## src/source/frame_pkg.sv

```systemverilog
package frame_pkg;

    typedef logic [7:0]  byte_t;
    typedef logic [47:0] mac_t;
    typedef logic [31:0] ipv4_addr_t;
    typedef logic [15:0] word16_t;

    // Fixed header values
    localparam word16_t ETHER_TYPE_IPV4   = 16'h0800;
    localparam byte_t   IPV4_VERSION_IHL  = 8'h45;
    localparam byte_t   IPV4_DSCP         = 8'h00;
    localparam byte_t   IPV4_TTL          = 8'h80;
    localparam byte_t   IPV4_PROTOCOL_UDP = 8'h11;

    // Section sizes in bytes
    localparam int IPV4_HEADER_BYTES = 20;
    localparam int UDP_HEADER_BYTES  = 8;
    localparam int ETH_HEADER_BYTES  = 14;
    localparam int MIN_FRAME_BYTES   = 60;

    typedef enum logic [3:0] {
        S_IDLE,
        S_CHECKSUM_WAIT,
        S_MAC_DESTINATION,
        S_MAC_SOURCE,
        S_ETHER_TYPE,
        S_IPV4_HEADER,
        S_UDP_HEADER,
        S_PAYLOAD,
        S_PAD
    } producer_state_t;

endpackage

```

## src/source/ipv4_header_checksum.sv

```systemverilog
`timescale 1ns/1ps

module ipv4_header_checksum (
    input  logic                  clock,
    input  logic                  reset_n,
    input  logic                  compute,
    input  frame_pkg::word16_t    total_length,
    input  frame_pkg::word16_t    identification,
    input  frame_pkg::word16_t    flags,
    input  frame_pkg::ipv4_addr_t source,
    input  frame_pkg::ipv4_addr_t destination,
    output frame_pkg::word16_t    checksum
);

    import frame_pkg::*;

    word16_t [9:0] header_words;
    logic [19:0]   sum_wide;
    logic [16:0]   sum_fold;
    word16_t       sum_final;

    // Checksum field itself counts as zero
    assign header_words = {
        {IPV4_VERSION_IHL, IPV4_DSCP},
        total_length,
        identification,
        flags,
        {IPV4_TTL, IPV4_PROTOCOL_UDP},
        16'h0000,
        source[31:16],
        source[15:0],
        destination[31:16],
        destination[15:0]
    };

    always_comb begin
        sum_wide = '0;
        for (int i = 0; i < 10; i++) begin
            sum_wide = sum_wide + 20'(header_words[i]);
        end
        // Two folds cover the carry of ten words
        sum_fold  = 17'(sum_wide[15:0]) + 17'(sum_wide[19:16]);
        sum_final = sum_fold[15:0] + 16'(sum_fold[16]);
    end

    always_ff @(posedge clock or negedge reset_n) begin
        if (!reset_n) begin
            checksum <= '0;
        end else if (compute) begin
            checksum <= ~sum_final;
        end
    end

endmodule

```

## src/source/credit_byte_fifo.sv

```systemverilog
`timescale 1ns/1ps

module credit_byte_fifo #(
    parameter int FIFO_DEPTH = 8
) (
    input  logic             clock,
    input  logic             reset_n,
    input  logic             push,
    input  frame_pkg::byte_t push_data,
    input  logic             push_last,
    input  logic             pop,
    output frame_pkg::byte_t pop_data,
    output logic             pop_last,
    output logic             not_empty
);

    localparam int POINTER_WIDTH = $clog2(FIFO_DEPTH);
    localparam int COUNT_WIDTH   = $clog2(FIFO_DEPTH + 1);

    // Last flag above the byte
    logic [8:0]               storage [FIFO_DEPTH];
    logic [POINTER_WIDTH-1:0] write_pointer;
    logic [POINTER_WIDTH-1:0] read_pointer;
    logic [COUNT_WIDTH-1:0]   count;

    assign not_empty            = (count != '0);
    assign {pop_last, pop_data} = storage[read_pointer];

    always_ff @(posedge clock) begin
        if (push) begin
            storage[write_pointer] <= {push_last, push_data};
        end
    end

    // Pointers wrap on their own at a power of two depth
    always_ff @(posedge clock or negedge reset_n) begin
        if (!reset_n) begin
            write_pointer <= '0;
            read_pointer  <= '0;
            count         <= '0;
        end else begin
            if (push) begin
                write_pointer <= write_pointer + 1'b1;
            end
            if (pop) begin
                read_pointer <= read_pointer + 1'b1;
            end
            case ({push, pop})
                2'b10:   count <= count + 1'b1;
                2'b01:   count <= count - 1'b1;
                default: count <= count;
            endcase
        end
    end

    // Producer credits keep the buffer from overflowing
    assert property (@(posedge clock) disable iff (!reset_n)
        push |-> count != COUNT_WIDTH'(FIFO_DEPTH));

    assert property (@(posedge clock) disable iff (!reset_n)
        pop |-> not_empty);

endmodule

```

## src/source/frame_egress.sv

```systemverilog
`timescale 1ns/1ps

module frame_egress (
    input  logic             clock,
    input  logic             reset_n,
    input  frame_pkg::byte_t pop_data,
    input  logic             pop_last,
    input  logic             not_empty,
    input  logic             frame_ready,
    output logic             pop,
    output logic             credit_return,
    output frame_pkg::byte_t frame_data,
    output logic             frame_valid,
    output logic             frame_last
);

    // Refill when the output register is empty or drains this cycle
    assign pop = not_empty && (!frame_valid || frame_ready);

    always_ff @(posedge clock or negedge reset_n) begin
        if (!reset_n) begin
            frame_valid   <= 1'b0;
            credit_return <= 1'b0;
        end else begin
            credit_return <= pop;
            if (pop) begin
                frame_valid <= 1'b1;
            end else if (frame_ready) begin
                frame_valid <= 1'b0;
            end
        end
    end

    always_ff @(posedge clock) begin
        if (pop) begin
            frame_data <= pop_data;
            frame_last <= pop_last;
        end
    end

    // Held byte stays put until the sink takes it
    assert property (@(posedge clock) disable iff (!reset_n)
        frame_valid && !frame_ready |=>
            frame_valid && $stable(frame_data) && $stable(frame_last));

endmodule

```

## src/source/udp_frame_producer.sv

```systemverilog
`timescale 1ns/1ps

module udp_frame_producer #(
    parameter int FIFO_DEPTH = 8
) (
    input  logic                  clock,
    input  logic                  reset_n,
    input  logic                  start,
    input  frame_pkg::mac_t       mac_destination,
    input  frame_pkg::mac_t       mac_source,
    input  frame_pkg::ipv4_addr_t ipv4_source,
    input  frame_pkg::ipv4_addr_t ipv4_destination,
    input  frame_pkg::word16_t    ipv4_identification,
    input  frame_pkg::word16_t    ipv4_flags,
    input  frame_pkg::word16_t    udp_source,
    input  frame_pkg::word16_t    udp_destination,
    input  frame_pkg::word16_t    udp_checksum,
    input  frame_pkg::word16_t    udp_payload_size,
    input  frame_pkg::byte_t      payload_read_data,
    input  logic                  credit_return,
    output logic                  ready,
    output frame_pkg::word16_t    payload_read_address,
    output logic                  push,
    output frame_pkg::byte_t      push_data,
    output logic                  push_last
);

    import frame_pkg::*;

    localparam int CREDIT_WIDTH = $clog2(FIFO_DEPTH + 1);

    producer_state_t         state;
    producer_state_t         field_next;
    logic [CREDIT_WIDTH-1:0] credits;
    logic [4:0]              field_index;
    logic [4:0]              field_last_index;
    logic [159:0]            field_vector;
    byte_t                   header_byte;
    word16_t                 ipv4_checksum;
    word16_t                 frame_bytes;
    mac_t                    saved_mac_destination;
    mac_t                    saved_mac_source;
    ipv4_addr_t              saved_ipv4_source;
    ipv4_addr_t              saved_ipv4_destination;
    word16_t                 saved_ipv4_identification;
    word16_t                 saved_ipv4_flags;
    word16_t                 saved_udp_source;
    word16_t                 saved_udp_destination;
    word16_t                 saved_udp_checksum;
    word16_t                 saved_payload_size;
    word16_t                 ipv4_total_length;
    word16_t                 udp_length;
    logic                    pad_needed;
    logic [4:0]              pad_last_index;
    logic                    accept;
    logic                    credit_ok;
    logic                    header_push;
    logic                    read_issue;
    logic                    pad_push;
    logic                    spend;
    logic                    read_pending;
    logic                    read_final;

    ////////////////////
    // Field latch

    assign frame_bytes = udp_payload_size
                       + 16'(ETH_HEADER_BYTES + IPV4_HEADER_BYTES + UDP_HEADER_BYTES);

    always_ff @(posedge clock) begin
        if (accept) begin
            saved_mac_destination     <= mac_destination;
            saved_mac_source          <= mac_source;
            saved_ipv4_source         <= ipv4_source;
            saved_ipv4_destination    <= ipv4_destination;
            saved_ipv4_identification <= ipv4_identification;
            saved_ipv4_flags          <= ipv4_flags;
            saved_udp_source          <= udp_source;
            saved_udp_destination     <= udp_destination;
            saved_udp_checksum        <= udp_checksum;
            saved_payload_size        <= udp_payload_size;
            ipv4_total_length <= udp_payload_size + 16'(IPV4_HEADER_BYTES + UDP_HEADER_BYTES);
            udp_length        <= udp_payload_size + 16'(UDP_HEADER_BYTES);
            pad_needed        <= frame_bytes < 16'(MIN_FRAME_BYTES);
            pad_last_index    <= 5'(16'(MIN_FRAME_BYTES - 1) - frame_bytes);
        end
    end

    ipv4_header_checksum checksum_unit (
        .clock          (clock),
        .reset_n        (reset_n),
        .compute        (state == S_CHECKSUM_WAIT),
        .total_length   (ipv4_total_length),
        .identification (saved_ipv4_identification),
        .flags          (saved_ipv4_flags),
        .source         (saved_ipv4_source),
        .destination    (saved_ipv4_destination),
        .checksum       (ipv4_checksum)
    );

    ////////////////////
    // Header byte select

    // Each field left aligned, sent from the top byte down
    always_comb begin
        field_vector     = '0;
        field_last_index = '0;
        field_next       = S_IDLE;
        case (state)
            S_MAC_DESTINATION: begin
                field_vector     = {saved_mac_destination, 112'd0};
                field_last_index = 5'd5;
                field_next       = S_MAC_SOURCE;
            end
            S_MAC_SOURCE: begin
                field_vector     = {saved_mac_source, 112'd0};
                field_last_index = 5'd5;
                field_next       = S_ETHER_TYPE;
            end
            S_ETHER_TYPE: begin
                field_vector     = {ETHER_TYPE_IPV4, 144'd0};
                field_last_index = 5'd1;
                field_next       = S_IPV4_HEADER;
            end
            S_IPV4_HEADER: begin
                field_vector     = {IPV4_VERSION_IHL, IPV4_DSCP, ipv4_total_length,
                                    saved_ipv4_identification, saved_ipv4_flags,
                                    IPV4_TTL, IPV4_PROTOCOL_UDP, ipv4_checksum,
                                    saved_ipv4_source, saved_ipv4_destination};
                field_last_index = 5'(IPV4_HEADER_BYTES - 1);
                field_next       = S_UDP_HEADER;
            end
            S_UDP_HEADER: begin
                field_vector     = {saved_udp_source, saved_udp_destination,
                                    udp_length, saved_udp_checksum, 96'd0};
                field_last_index = 5'(UDP_HEADER_BYTES - 1);
                field_next       = (saved_payload_size != '0) ? S_PAYLOAD : S_PAD;
            end
            default: begin
            end
        endcase
    end

    // Zero in the pad state
    assign header_byte = field_vector[159 - 8 * field_index -: 8];

    ////////////////////
    // Credits and push

    assign ready       = (state == S_IDLE);
    assign accept      = start && ready;
    assign credit_ok   = (credits != '0);
    assign header_push = credit_ok && (state inside {S_MAC_DESTINATION, S_MAC_SOURCE,
                                                     S_ETHER_TYPE, S_IPV4_HEADER, S_UDP_HEADER});
    assign read_issue  = credit_ok && (state == S_PAYLOAD)
                      && (payload_read_address != saved_payload_size);
    assign pad_push    = credit_ok && (state == S_PAD);
    assign spend       = header_push || read_issue || pad_push;

    // Payload byte lands a cycle after its read, its credit already spent
    assign push      = header_push || read_pending || pad_push;
    assign push_data = read_pending ? payload_read_data : header_byte;
    assign push_last = (read_pending && read_final && !pad_needed)
                    || (pad_push && field_index == pad_last_index);

    always_ff @(posedge clock or negedge reset_n) begin
        if (!reset_n) begin
            state                <= S_IDLE;
            field_index          <= '0;
            credits              <= CREDIT_WIDTH'(FIFO_DEPTH);
            payload_read_address <= '0;
            read_pending         <= 1'b0;
            read_final           <= 1'b0;
        end else begin
            credits      <= credits + CREDIT_WIDTH'(credit_return) - CREDIT_WIDTH'(spend);
            read_pending <= read_issue;
            read_final   <= read_issue && (payload_read_address == saved_payload_size - 16'd1);
            if (read_issue) begin
                payload_read_address <= payload_read_address + 16'd1;
            end
            case (state)
                S_IDLE: begin
                    if (accept) begin
                        payload_read_address <= '0;
                        state                <= S_CHECKSUM_WAIT;
                    end
                end
                S_CHECKSUM_WAIT: begin
                    field_index <= '0;
                    state       <= S_MAC_DESTINATION;
                end
                S_PAYLOAD: begin
                    if (read_pending && read_final) begin
                        field_index <= '0;
                        state       <= pad_needed ? S_PAD : S_IDLE;
                    end
                end
                S_PAD: begin
                    if (pad_push) begin
                        if (field_index == pad_last_index) begin
                            state <= S_IDLE;
                        end else begin
                            field_index <= field_index + 5'd1;
                        end
                    end
                end
                default: begin
                    if (header_push) begin
                        if (field_index == field_last_index) begin
                            field_index <= '0;
                            state       <= field_next;
                        end else begin
                            field_index <= field_index + 5'd1;
                        end
                    end
                end
            endcase
        end
    end

    // Egress returns no more than was spent
    assert property (@(posedge clock) disable iff (!reset_n)
        credits <= CREDIT_WIDTH'(FIFO_DEPTH));

endmodule

```

## src/source/udp_frame_generator.sv

```systemverilog
`timescale 1ns/1ps

module udp_frame_generator #(
    parameter int FIFO_DEPTH = 8
) (
    input  logic                  clock,
    input  logic                  reset_n,
    input  logic                  start,
    input  frame_pkg::mac_t       mac_destination,
    input  frame_pkg::mac_t       mac_source,
    input  frame_pkg::ipv4_addr_t ipv4_source,
    input  frame_pkg::ipv4_addr_t ipv4_destination,
    input  frame_pkg::word16_t    ipv4_identification,
    input  frame_pkg::word16_t    ipv4_flags,
    input  frame_pkg::word16_t    udp_source,
    input  frame_pkg::word16_t    udp_destination,
    input  frame_pkg::word16_t    udp_checksum,
    input  frame_pkg::word16_t    udp_payload_size,
    input  frame_pkg::byte_t      payload_read_data,
    input  logic                  frame_ready,
    output logic                  ready,
    output frame_pkg::word16_t    payload_read_address,
    output frame_pkg::byte_t      frame_data,
    output logic                  frame_valid,
    output logic                  frame_last
);

    import frame_pkg::*;

    // Producer to buffer
    logic  push;
    byte_t push_data;
    logic  push_last;

    // Buffer to egress
    logic  pop;
    byte_t pop_data;
    logic  pop_last;
    logic  not_empty;
    logic  credit_return;

    udp_frame_producer #(
        .FIFO_DEPTH (FIFO_DEPTH)
    ) producer (.*);

    credit_byte_fifo #(
        .FIFO_DEPTH (FIFO_DEPTH)
    ) buffer (.*);

    frame_egress egress (.*);

endmodule

```

## config.mk

```make
export PLATFORM = sky130hd
export DESIGN_NAME = udp_frame_generator
export DESIGN_NICKNAME = d
export VERILOG_FILES = /design/src/source/frame_pkg.sv /design/src/source/ipv4_header_checksum.sv /design/src/source/credit_byte_fifo.sv /design/src/source/frame_egress.sv /design/src/source/udp_frame_producer.sv /design/src/source/udp_frame_generator.sv
export SDC_FILE = /design/constraint.sdc
export NUM_CORES = 1
export LEC_CHECK = 0
export BUFFER_PORTS_ARGS = -buffer_cell sky130_fd_sc_hd__buf_2
export CORE_MARGIN = 3
export CORE_UTILIZATION = 48
export CTS_CLUSTER_SIZE = 25
export DETAILED_ROUTE_END_ITERATION = 10
export HOLD_SLACK_MARGIN = 0.1
export PLACE_DENSITY_LB_ADDON = 0.05
export SYNTH_ARGS = -nofsm -noshare
export SYNTH_HDL_FRONTEND = slang
export SYNTH_SLANG_ARGS = --single-unit
```

## constraint.sdc

```tcl
create_clock -name clock -period 13 [get_ports clock]
set_clock_uncertainty 0.1 [all_clocks]
set_input_delay 2.6 -clock clock [delete_from_list [all_inputs] [get_ports clock]]
set_output_delay 2.6 -clock clock [all_outputs]
set_load 0.05 [all_outputs]
```

# --- After elaboration in Yosys (flattened, before gate mapping) ---
# Memory sizes are Yosys's and may differ from the RTL's. A register that Yosys moved wholly into a read port is not among the register bits.
# Cells that the tools add are included.
totals:
  reg_bits: 353
  ramBits: 72
  in_bits: 268
  output_inout_bits: 27
  word_cells: 132
  n_memories: 1
op_classes:
  n_addsub: 24
  order_cmp: 1
  eq_ne: 19
  shift: 1
  muxes: 27
  bitwise_logic: 2
  reduce_logical: 31
mem_list:
  columns: ["memory", "words", "width", "read_ports", "rd_ports_with_merged_regs", "write_ports", "line", "source"]
  rows:
  - ["buffer.storage", 8, 9, 1, 1, 1, "credit_byte_fifo.sv:21", "logic [8:0] storage [FIFO_DEPTH];"]
op_table:
  columns: ["operator", "n"]
  rows:
  - ["160-bit one-hot mux with 5 select lines", 1]
  - ["167-bit by 33-bit variable part select with 8-bit output", 1]
  - ["20-bit by 16-bit adder with 20-bit output", 3]
  - ["16-bit 2-to-1 mux", 3]
  - ["5-bit one-hot mux with 4 select lines", 2]
  - ["4-bit 2-to-1 mux", 8]
  - ["5-bit 2-to-1 mux", 5]
  - ["19-bit by 16-bit adder with 20-bit output, second input constant", 1]
  - ["20-bit by 15-bit adder with 20-bit output, second input constant", 1]
  - ["4-bit one-hot mux with 5 select lines", 1]
  - ["18-bit by 16-bit adder with 19-bit output", 1]
  - ["17-bit by 16-bit adder with 18-bit output", 1]
  - ["16-bit by 16-bit adder with 17-bit output", 1]
  - ["16-bit by 4-bit adder with 17-bit output", 1]
  - ["16-bit by 1-bit adder with 16-bit output", 1]
  - ["16-bit by 1-bit adder with 16-bit output, second input constant", 1]
  - ["16-bit by 4-bit adder with 16-bit output, second input constant", 1]
  - ["16-bit by 5-bit adder with 16-bit output, second input constant", 1]
  - ["16-bit by 6-bit adder with 16-bit output, second input constant", 1]
  - ["16-bit equality test", 1]
  - ["4-bit by 3-bit equality test with 1-bit output, second input constant", 4]
  - ["16-bit by 6-bit less-than comparator with 1-bit output, second input constant", 1]
  - ["16-bit != test", 1]
  - ["16-bit inverter", 1]
  - ["other kinds (33)", 62]

# --- Logic depth before layout (Yosys ltp) ---
# Gate-level depths: netlist (run 1).
depth:
  word_depth: 11
  mapped_depth: 35
  ltp_nobuf: 34

# --- Modules after synthesis ---
# A second synthesis (run 1) with hierarchy kept.
unflattened:
  cells_unflattened: 1857
  area_unflattened_um2: 23500.0
modules_own_cells:
  columns: ["module", "instances", "cells_each", "area_per_inst_um2", "seq_area_each_um2"]
  rows:
  - ["udp_frame_producer", 1, 1107, 14925.6, 9425.3]
  - ["ipv4_header_checksum", 1, 579, 4895.9, 400.4]
  - ["credit_byte_fifo", 1, 157, 3339.5, 2412.3]
  - ["frame_egress", 1, 14, 339.1, 320.3]

# --- Least setup slack after synthesis (run 1) ---
# No wires, ideal clock.
synth_timing:
  path_kind: "input port to flip-flop"
  from: "input port start"
  to: "register producer.ipv4_total_length[10], enable pin"
  setup_ps: 763
  arrival_time_ps: 10913
  t_required_ps: 12137
  path_slack_ps: 1224
  path_stages: 3
  n_path_buf: 2
  path_cell_list: "and2_1 clkbuf_1 buf_1"
synth_between:
  elab_chain_len: 1
synth_lines:
  columns: ["item", "line", "source"]
  rows:
  - ["start: declaration", "udp_frame_generator.sv:8", "input logic start,"]
  - ["1-bit logical AND", "udp_frame_producer.sv:151", "assign accept = start && ready;"]
  - ["named net producer.accept", "udp_frame_producer.sv:55", "logic accept;"]
  - ["end signal: assignment", "udp_frame_producer.sv:82", "ipv4_total_length <= udp_payload_size + 16'(IPV4_HEADER_BYTES + UDP_HEADER_BYTES);"]
  - ["end: declaration", "udp_frame_producer.sv:51", "word16_t ipv4_total_length;"]
# The timed path passes the listed nets, and every way through them passes these cells.
# A chain may end at the register's enable or synchronous reset.

==> flow_metrics.env, run 1 <==
export IMPL_io_buffers=294
export IMPL_layout_commonest_cell="edfxtp_1"
export IMPL_clockBufferDepth=3
export IMPL_synthArstFlopShare_pct=13.8
export IMPL_critPathBufInv=3
export IMPL_p_switching_mw=3.25
export IMPL_globalRouteMet1Util_pct=34.7
export IMPL_status="finished, final reports clean"
export IMPL_fmaxAchievable_mhz=104
export IMPL_timing_final_ws_setup_ns=3.43
export IMPL_hold_buffers=0
export IMPL_comb_power_share_pct=54.3
export IMPL_netlist_area_mm2=0.0225
export IMPL_layout_common_cells="369 x edfxtp_1, 294 x buf_2, 248 x inv_1"
export IMPL_holdWs_ns=0.383
export IMPL_ys_seq_area_share_pct=55.9
export IMPL_critPathLaunchType="flop"
export IMPL_hpwlAfterDp_um=47700
export IMPL_slowest_delay_ns=0.64
export IMPL_vias_per_cell=5.66
export IMPL_ant_nets=0
export IMPL_min_period_ns=9.57
export IMPL_cts_tree="yes"
export IMPL_p_leak_nw=10.5
export IMPL_grt_busiest_layer="met2"
export IMPL_worst_slew_pin_slew_ns=1.10
export IMPL_grt_total_usage_pct=25.3
export IMPL_dp_cells=2575
export IMPL_numCtsBuffers=47
export IMPL_crit_fanout=8
export IMPL_htree_levels=2
export IMPL_dieArea_mm2=0.0495
export IMPL_drtIter0Drc=1453
export IMPL_power_mw=7.43
export IMPL_rsz0062_at_grt="no"
export IMPL_pre_cts_ws_ns=3.44
export IMPL_power_frac_seq_pct=27.4
export IMPL_yosysWarnings=0
export IMPL_antenna_found_initial=10
export IMPL_cp_arrival_ns=9.91
export IMPL_rows=78
export IMPL_clkTransAtPathRegs_ns=0.06
export IMPL_cpMostUsedCell="fa_1"
export IMPL_synth_fp_nets=2160
export IMPL_nFillCells=3778
export IMPL_avgSynthCellArea_um2=12.9
export IMPL_final_cells=2664
export IMPL_die_width_um=222
export IMPL_use_met3_pct=6.02
export IMPL_synth_cells=1747
export IMPL_grt_pass1_vias=15028
export IMPL_vias=15074
export IMPL_fin_crit_sh_pct=73.6
export IMPL_fin_nets=2437
export IMPL_ys_ff_latch=428
export IMPL_cp_required_ns=13.33
export IMPL_io_pins=295
export IMPL_grt_met2_usage_pct=40.1
export IMPL_tns_ns=0
export IMPL_grt_pass1_wl_um=93400
export IMPL_critical_path_class="flop to flop"
export IMPL_final_cell_area_mm2=0.0261
export IMPL_slowest_stage="edfxtp_1"
export IMPL_hp_class="flop to flop"
export IMPL_hold_viol=0
export IMPL_final_util_pct=57.1
export IMPL_synth_cell_types=85
export IMPL_place_congestion=0.902
export IMPL_power_density_mw_per_mm2=284
export IMPL_switching_share_pct=43.8
export IMPL_insertion_delay_ns=0.60
export IMPL_maxCapViolCount=0
export IMPL_cp_end_kind="flop"
export IMPL_overflow=0
export IMPL_max_slew_margin_pct=25.7
export IMPL_wirelength_um=63300
export IMPL_synth_edff_count=369
export IMPL_ctsResizeCount=0
export IMPL_cts_setup_buffers=0
export IMPL_start_util_pct=49.1
export IMPL_clock_power_share_pct=18.4
export IMPL_syn_to_final_growth_pct=16.3
export IMPL_setup_viol=0
export IMPL_wl_per_cell_um=23.8
export IMPL_chipHeight_um=222
export IMPL_drive_gt1_share_pct=23.0
export IMPL_grt_max_degree=184
export IMPL_cts_root_buf="clkbuf_16"
export IMPL_crit_family="adder cells"
export IMPL_drc=0
export IMPL_drv_slew=0
export IMPL_fp_coreArea_mm2=0.0458
export IMPL_irDropWorstVdd_mv=0.211
export IMPL_cts_sinks=428
export IMPL_dr_pass1_iters=6
export IMPL_dpl_cell_area_mm2=0.0246
export IMPL_ys_flop_type="edfxtp_1"
export IMPL_internal_power_mw=4.18
power by group through the flow:
stage               Clock, mW  Sequential, mW  Combinational [mW]
finish                   1.37            2.03                4.03
global route             1.45            2.06                4.41
CTS                      1.39            2.03                4.02
detailed placement          0            2.06                4.01
global placement            0            2.05                3.99
floorplan                   0            2.09                2.92
tightest hold or removal path: stages, from the launching register on:
cell and delay [ns]:
dfrtp_1 0.34, nand2_1 0.05, o21ai_0 0.06
layer usage:
layer	up-vias	wire length, um
met5	-	85
met4	14	2050
met3	114	5560
met2	659	29800
met1	7398	25800
li1	6889	-
flip-flops by register name, summed over array words and instances (netlist names), 32 cells and up:
name,count
producer.saved_ipv4_source,32
producer.saved_mac_destination,48
producer.saved_mac_source,48
producer.saved_ipv4_destination,32
buffer.storage,72
logic make-up after synthesis:
kind of cell / share of synthesized area, %
multiplexers: 5.64
buffers and inverters: 5.53
AO/OA/AOI/OAI: 9.62
adder cells (fa/ha/maj): 10.8
AND/OR/NAND/NOR: 8.10
flip-flops: 55.9
XOR/XNOR: 4.44
cell usage after synthesis, types with 34 or more instances:
cell type | count | area share (%)
xnor2_1 | 68 | 2.6
nand3_1 | 34 | 0.76
inv_1 | 248 | 4.1
fa_1 | 82 | 7.3
a21oi_1 | 53 | 1.2
dfrtp_1 | 58 | 6.5
clkbuf_1 | 60 | 1.0
edfxtp_1 | 369 | 49
nand2_1 | 109 | 1.8
mux4_2 | 44 | 4.4
xor2_1 | 46 | 1.8
ha_1 | 63 | 3.5
nor2_1 | 83 | 1.4
o21ai_0 | 49 | 1.1
final timing paths:
path	slack, ns	from	end	cells after the start
max in group asynchronous	10.06	reset_n	producer.field_index[0]	2
hold / removal	0.38	producer.checksum_unit.checksum[5]	producer.checksum_unit.checksum[5]	2
min in group asynchronous	2.12	reset_n	buffer.read_pointer[0]	2
setup / recovery	3.43	producer.pad_last_index[1]	producer.checksum_unit.checksum[15]	32
setup reg to reg	3.43	producer.pad_last_index[1]	producer.checksum_unit.checksum[15]	32
hold reg to reg	0.38	producer.checksum_unit.checksum[5]	producer.checksum_unit.checksum[5]	2
area by class of cell:
cell class              count  area (um^2)  share of cell area [%]
clock buffers              58         1230                    4.69
clock inverters            29          358                    1.37
repair buffers            308         1590                    6.08
inverters                 248          931                    3.56
well taps                 600          751                    2.87
diodes                      2         5.00                  0.0191
multi-input cells         991         8730                    33.4
flip-flops and latches    428        12600                    48.0
Note: power is estimated with default switching activity, not from simulation.
==> inputs of run 2 (changes only) <==
- clock period: 13 -> 8.5 ns (I/O delays scaled with it)
==> run 2 against run 1 <==
  * Die area is the same
  * Via count rose by 0.82%
  * Combinational power is 75% higher
  * Flip-flop and latch count stayed put
  * Largest power group unchanged
  * Non-clock buffer count grew 69
  * Clock power rose by 45%
  * Utilization rose by 1.5 points
  * Sequential share of layout area shrank 1.2 points
  * Design area rose by 2.6%
  * Routed wire length grew 0.77%
==> flow_metrics.env, run 2 (same netlist as run 1, synthesis figures left out) <==
export IMPL_critPathBufInv=5
export IMPL_worst_slew_pin_slew_ns=1.21
export IMPL_crit_family="adder cells"
export IMPL_overflow=0
export IMPL_maxCapViolCount=0
export IMPL_vias_per_cell=5.55
export IMPL_irDropWorstVdd_mv=0.372
export IMPL_start_util_pct=49.1
export IMPL_io_buffers=294
export IMPL_layout_commonest_cell="edfxtp_1"
export IMPL_io_pins=295
export IMPL_rows=78
export IMPL_cp_arrival_ns=8.59
export IMPL_drv_slew=0
export IMPL_min_period_ns=8.27
export IMPL_insertion_delay_ns=0.59
export IMPL_antenna_found_initial=14
export IMPL_drc=0
export IMPL_hold_viol=0
export IMPL_drtIter0Drc=1298
export IMPL_fmaxAchievable_mhz=121
export IMPL_htree_levels=2
export IMPL_critical_path_class="flop to flop"
export IMPL_fin_crit_sh_pct=97.2
export IMPL_crit_fanout=4
export IMPL_clockBufferDepth=3
export IMPL_reg_top3="buffer.storage (72), producer.saved_mac_destination (48), producer.saved_mac_source (48)"
export IMPL_largest_reg_flops=72
export IMPL_vias=15198
export IMPL_grt_pass1_vias=15198
export IMPL_ant_nets=0
export IMPL_cts_sinks=428
export IMPL_p_leak_nw=10.8
export IMPL_regMostFlops="buffer.storage"
export IMPL_fp_coreArea_mm2=0.0458
export IMPL_cp_required_ns=8.82
export IMPL_tns_ns=0
export IMPL_die_width_um=222
export IMPL_dp_cells=2623
export IMPL_status="finished, final reports clean"
export IMPL_grt_total_usage_pct=25.4
export IMPL_numCtsBuffers=47
export IMPL_power_density_mw_per_mm2=454
export IMPL_final_cells=2738
export IMPL_slowest_stage="fa_1"
export IMPL_rsz0062_at_grt="yes"
export IMPL_seq_area_mm2=0.0126
export IMPL_cpMostUsedCell="inv_2"
export IMPL_dieArea_mm2=0.0495
export IMPL_drive_gt1_share_pct=27.7
export IMPL_clkTransAtPathRegs_ns=0.06
export IMPL_nFillCells=3775
export IMPL_hp_class="flop to flop"
export IMPL_cts_tree="yes"
export IMPL_max_slew_margin_pct=19.0
export IMPL_grt_max_degree=157
export IMPL_slowest_delay_ns=0.60
export IMPL_cp_end_kind="flop"
export IMPL_setup_viol=0
export IMPL_wl_per_cell_um=23.3
export IMPL_critPathLaunchType="flop"
export IMPL_grt_pass1_wl_um=94200
export IMPL_multi_input_area_mm2=0.00893
export IMPL_cts_root_buf="clkbuf_16"
export IMPL_syn_to_final_growth_pct=19.3
export IMPL_chipHeight_um=222
export IMPL_dr_pass1_iters=7
export IMPL_hpwlAfterDp_um=48200
export IMPL_wirelength_um=63800
export IMPL_layout_common_cells="369 x edfxtp_1, 294 x buf_2, 228 x inv_1"
export IMPL_fin_nets=2506
export IMPL_place_congestion=0.898
run 2: cell count changes in the layout (fill, tap and decap cells not counted), moves of 8 or more:
cell and change:
diode_2 +8, inv_2 +20, inv_1 -20, buf_4 +69, ha_1 -8
run 2: cell type report:
| cell class | instances | share of cell area (%) |
|---|---|---|
| timing repair buffer | 377 | 7.86 |
| clock inverter | 22 | 0.751 |
| multi-input combinational | 991 | 33.3 |
| sequential | 428 | 46.8 |
| clock buffer | 62 | 4.90 |
| antenna | 10 | 0.0933 |
| inverter | 248 | 3.47 |
| tap | 600 | 2.80 |
run 2: per-layer routing:
metal  up-vias  track usage [%]  wire length (um)
li1       7017                -                 -
met1      7486             35.2             26400
met2       586             39.8             30300
met3       101             6.02              5090
met4         8             8.72              1950
met5         -                0                50
run 2: stage by stage:
stage / total power, mW / util (%) / cell area [um^2] / setup slack (ns) / hold slack, ns
global placement: 9.67 / 54.5 / 24900 / -0.0508 / 0.363
finish: 12.2 / 58.6 / 26800 / 0.235 / 0.380
detailed placement: 9.73 / 54.5 / 24900 / -0.189 / 0.370
global route: 13.0 / 58.6 / 26800 / -0.119 / 0.402
CTS: 11.8 / 57.9 / 26500 / 0.00471 / 0.384
floorplan: 7.68 / - / 22500 / 0.0373 / 0.343
run 2: where the power goes:
part	internal, mW	switching, mW
sequential	2.80	0.313
clock	1.15	0.843
combinational	2.92	4.14
run 2: final timing paths:
kind	end	cells past startpoint	from	slack [ns]
worst max-delay path	producer.checksum_unit.checksum[15]	33	producer.ipv4_total_length[6]	0.23
worst min-delay path	producer.checksum_unit.checksum[2]	2	producer.checksum_unit.checksum[2]	0.38
worst max register to register	producer.checksum_unit.checksum[15]	33	producer.ipv4_total_length[6]	0.23
worst min register to register	producer.checksum_unit.checksum[2]	2	producer.checksum_unit.checksum[2]	0.38
max in group asynchronous	producer.field_index[0]	2	reset_n	6.44
min in group asynchronous	buffer.read_pointer[0]	2	reset_n	1.22
run 2: timing repair:
action | in CTS | in global routing
hold buffers | 0 | 0
pin swaps | 8 | 53
gates resized for setup | 5 | 46
cloned | 0 | 0
setup endpoints to repair | 6 | 10
setup buffers | 3 | 18
run 2: worst min-delay path: cells and delay by family (launching register included):
| kind | cells | cell delay, ns |
|---|---|---|
| AOI/OAI and AO/OA | 1 | 0.06 |
| DFF | 1 | 0.34 |
| and+or+nand+nor | 1 | 0.05 |
==> inputs of run 3 (changes only) <==
- ABC_AREA: unset -> 1
- CAP_MARGIN: unset -> 40
- SETUP_SLACK_MARGIN: unset -> 0.15
==> run 3 against run 2 <==
  * Die area is 1.8% higher
  * Highest routed layer unchanged
  * Synthesized cell count is 30% higher
  * First-iteration DRC count is 19% higher
  * Sequential share of layout area is 0.48 points higher
  * Count of clock-buffer cells in the layout stayed put
  * Final cell count is 17% higher
==> flow_metrics.env, run 3 <==
export IMPL_status="finished, final reports clean"
export IMPL_syn_to_final_growth_pct=15.9
export IMPL_wirelength_um=70000
export IMPL_fp_coreArea_mm2=0.0469
export IMPL_htree_levels=2
export IMPL_layout_commonest_cell="nand2_1"
export IMPL_drv_slew=0
export IMPL_final_util_pct=56.7
export IMPL_r2r_cells=41
export IMPL_slowest_delay_ns=0.57
export IMPL_worst_slew_pin_slew_ns=1.02
export IMPL_grt_max_degree=174
export IMPL_vias_per_cell=5.39
export IMPL_cts_root_buf="clkbuf_16"
export IMPL_synthArstFlopShare_pct=13.8
export IMPL_ant_nets=0
export IMPL_ys_seq_area_share_pct=54.8
export IMPL_cp_arrival_ns=8.16
export IMPL_whs_path_depth=1
export IMPL_place_congestion=0.942
export IMPL_max_slew_margin_pct=31.7
export IMPL_crit_fanout=6
export IMPL_antenna_found_initial=13
export IMPL_chipHeight_um=224
export IMPL_critPathBufInv=6
export IMPL_numCtsBuffers=46
export IMPL_wl_per_cell_um=21.8
export IMPL_clockBufferDepth=3
export IMPL_fin_nets=2975
export IMPL_grt_pass1_wl_um=103000
export IMPL_grt_total_usage_pct=27.3
export IMPL_drive_gt1_share_pct=16.1
export IMPL_fin_crit_sh_pct=92.0
export IMPL_ys_flop_type="edfxtp_1"
export IMPL_critPathLaunchType="flop"
export IMPL_rsz0062_at_grt="no"
export IMPL_io_pins=295
export IMPL_cpMostUsedCell="nand2_1"
export IMPL_dr_pass1_iters=5
export IMPL_slowest_stage="fa_1"
export IMPL_yosysWarnings=0
export IMPL_rows=79
export IMPL_crit_family="adder cells"
export IMPL_dp_cells=3118
export IMPL_drtIter0Drc=1546
export IMPL_overflow=0
export IMPL_largest_reg_flops=72
export IMPL_netlist_area_mm2=0.0229
export IMPL_maxCapViolCount=0
export IMPL_setup_viol=0
export IMPL_start_util_pct=48.9
export IMPL_nFillCells=4207
export IMPL_regToRegStartpoint="producer.saved_ipv4_identification[8]"
export IMPL_holdWs_ns=0.382
export IMPL_path_depth=41
export IMPL_ys_top_cells_by_count="443 x nand2_1, 375 x inv_1, 369 x edfxtp_1"
export IMPL_synth_edff_count=369
export IMPL_clkTransAtPathRegs_ns=0.06
export IMPL_regMostFlops="buffer.storage"
export IMPL_netlist_top_cells_area="edfxtp_1 48%, nand2_1 7.3%, fa_1 7.2%"
export IMPL_hpwlAfterDp_um=52700
export IMPL_ys_ff_latch=428
export IMPL_grt_pass1_vias=16728
export IMPL_synth_most_common_cell="nand2_1"
export IMPL_avgSynthCellArea_um2=10.1
export IMPL_min_period_ns=7.82
export IMPL_vias=17310
export IMPL_insertion_delay_ns=0.60
export IMPL_reg_top3="buffer.storage (72), producer.saved_mac_destination (48), producer.saved_mac_source (48)"
export IMPL_hold_viol=0
export IMPL_synth_top_area_share_pct=48.4
export IMPL_io_buffers=294
export IMPL_drc=0
export IMPL_final_cells=3210
export IMPL_dieArea_mm2=0.0504
export IMPL_cts_sinks=428
export IMPL_cts_tree="yes"
export IMPL_cp_end_kind="flop"
export IMPL_synth_cells=2263
export IMPL_min_delay_start="buffer.count[3]"
export IMPL_critical_path_class="flop to flop"
export IMPL_hold_buffers=0
export IMPL_multi_input_area_mm2=0.00865
export IMPL_layout_common_cells="443 x nand2_1, 375 x inv_1, 369 x edfxtp_1"
export IMPL_crit_start="producer.saved_ipv4_identification[8]"
export IMPL_synth_fp_nets=2676
export IMPL_fmaxAchievable_mhz=128
export IMPL_synth_area_leader_cell="edfxtp_1"
export IMPL_synth_cell_types=56
export IMPL_tns_ns=0
export IMPL_hp_class="flop to flop"
export IMPL_seq_area_mm2=0.0126
export IMPL_cp_required_ns=8.84
export IMPL_die_width_um=224
-- run 3: changes by cell type in the layout (fill, tap and decap cells not counted), moves of 43 or more --
cell	before	now
nand2_1	108	443
inv_1	228	375
nor2_1	82	192
o21ai_0	48	134
buf_4	82	18
nand3_1	34	96
mux4_2	44	0
xnor2_1	67	24
-- run 3: final cells by class --
class	instances	share of cell area, %
antenna	4	0.0377
clock buffer	62	4.71
clock inverter	23	0.726
inverter	384	5.48
multi-input combinational	1387	32.6
sequential	428	47.3
tap	607	2.86
timing repair buffer	315	6.32
-- run 3: layer usage --
metal  wire length [um]  track usage, %  up-vias
li1                   -               -     8145
met1              30700            39.2     8370
met2              32300            43.4      673
met3               5230            4.92      106
met4               1690            6.85       16
met5                 96               0        -
-- run 3: what timing repair did --
action                                 in CTS  in global routing
endpoints found under the hold margin       0                  0
gates resized for setup                     0                  6
setup endpoints to repair                   0                  5
setup buffers                               0                  3
-- run 3: path summary, 6_finish.rpt --
| kind | slack (ns) | end |
|---|---|---|
| min in group asynchronous | 1.00 | buffer.read_pointer[1] |
| hold / removal | 0.38 | buffer.count[3] |
| setup reg to reg | 0.68 | producer.checksum_unit.checksum[12] |
| setup / recovery | 0.68 | producer.checksum_unit.checksum[12] |
| hold reg to reg | 0.38 | buffer.count[3] |
| max in group asynchronous | 6.73 | producer.credits[3] |
-- run 3: per-stage QoR --
stage,instance area (um^2),setup slack [ns]
final,26500,0.683
after global routing,26500,0.147
after global placement,25000,0.746
after floorplan,22900,1.38
after detailed placement,25100,0.574
after CTS,26500,0.521
-- run 3: cells by family after synthesis --
group / share of synthesized area (%)
buf+inv: 7.51
flops: 54.8
compound gates: 8.64
simple gates: 15.0
xor+xnor: 3.40
fa+ha+maj: 10.6
Power of run 3 is left out: the tool's default activity adds up to more than one toggle a clock period on the data nets, which glitch-free logic cannot reach.
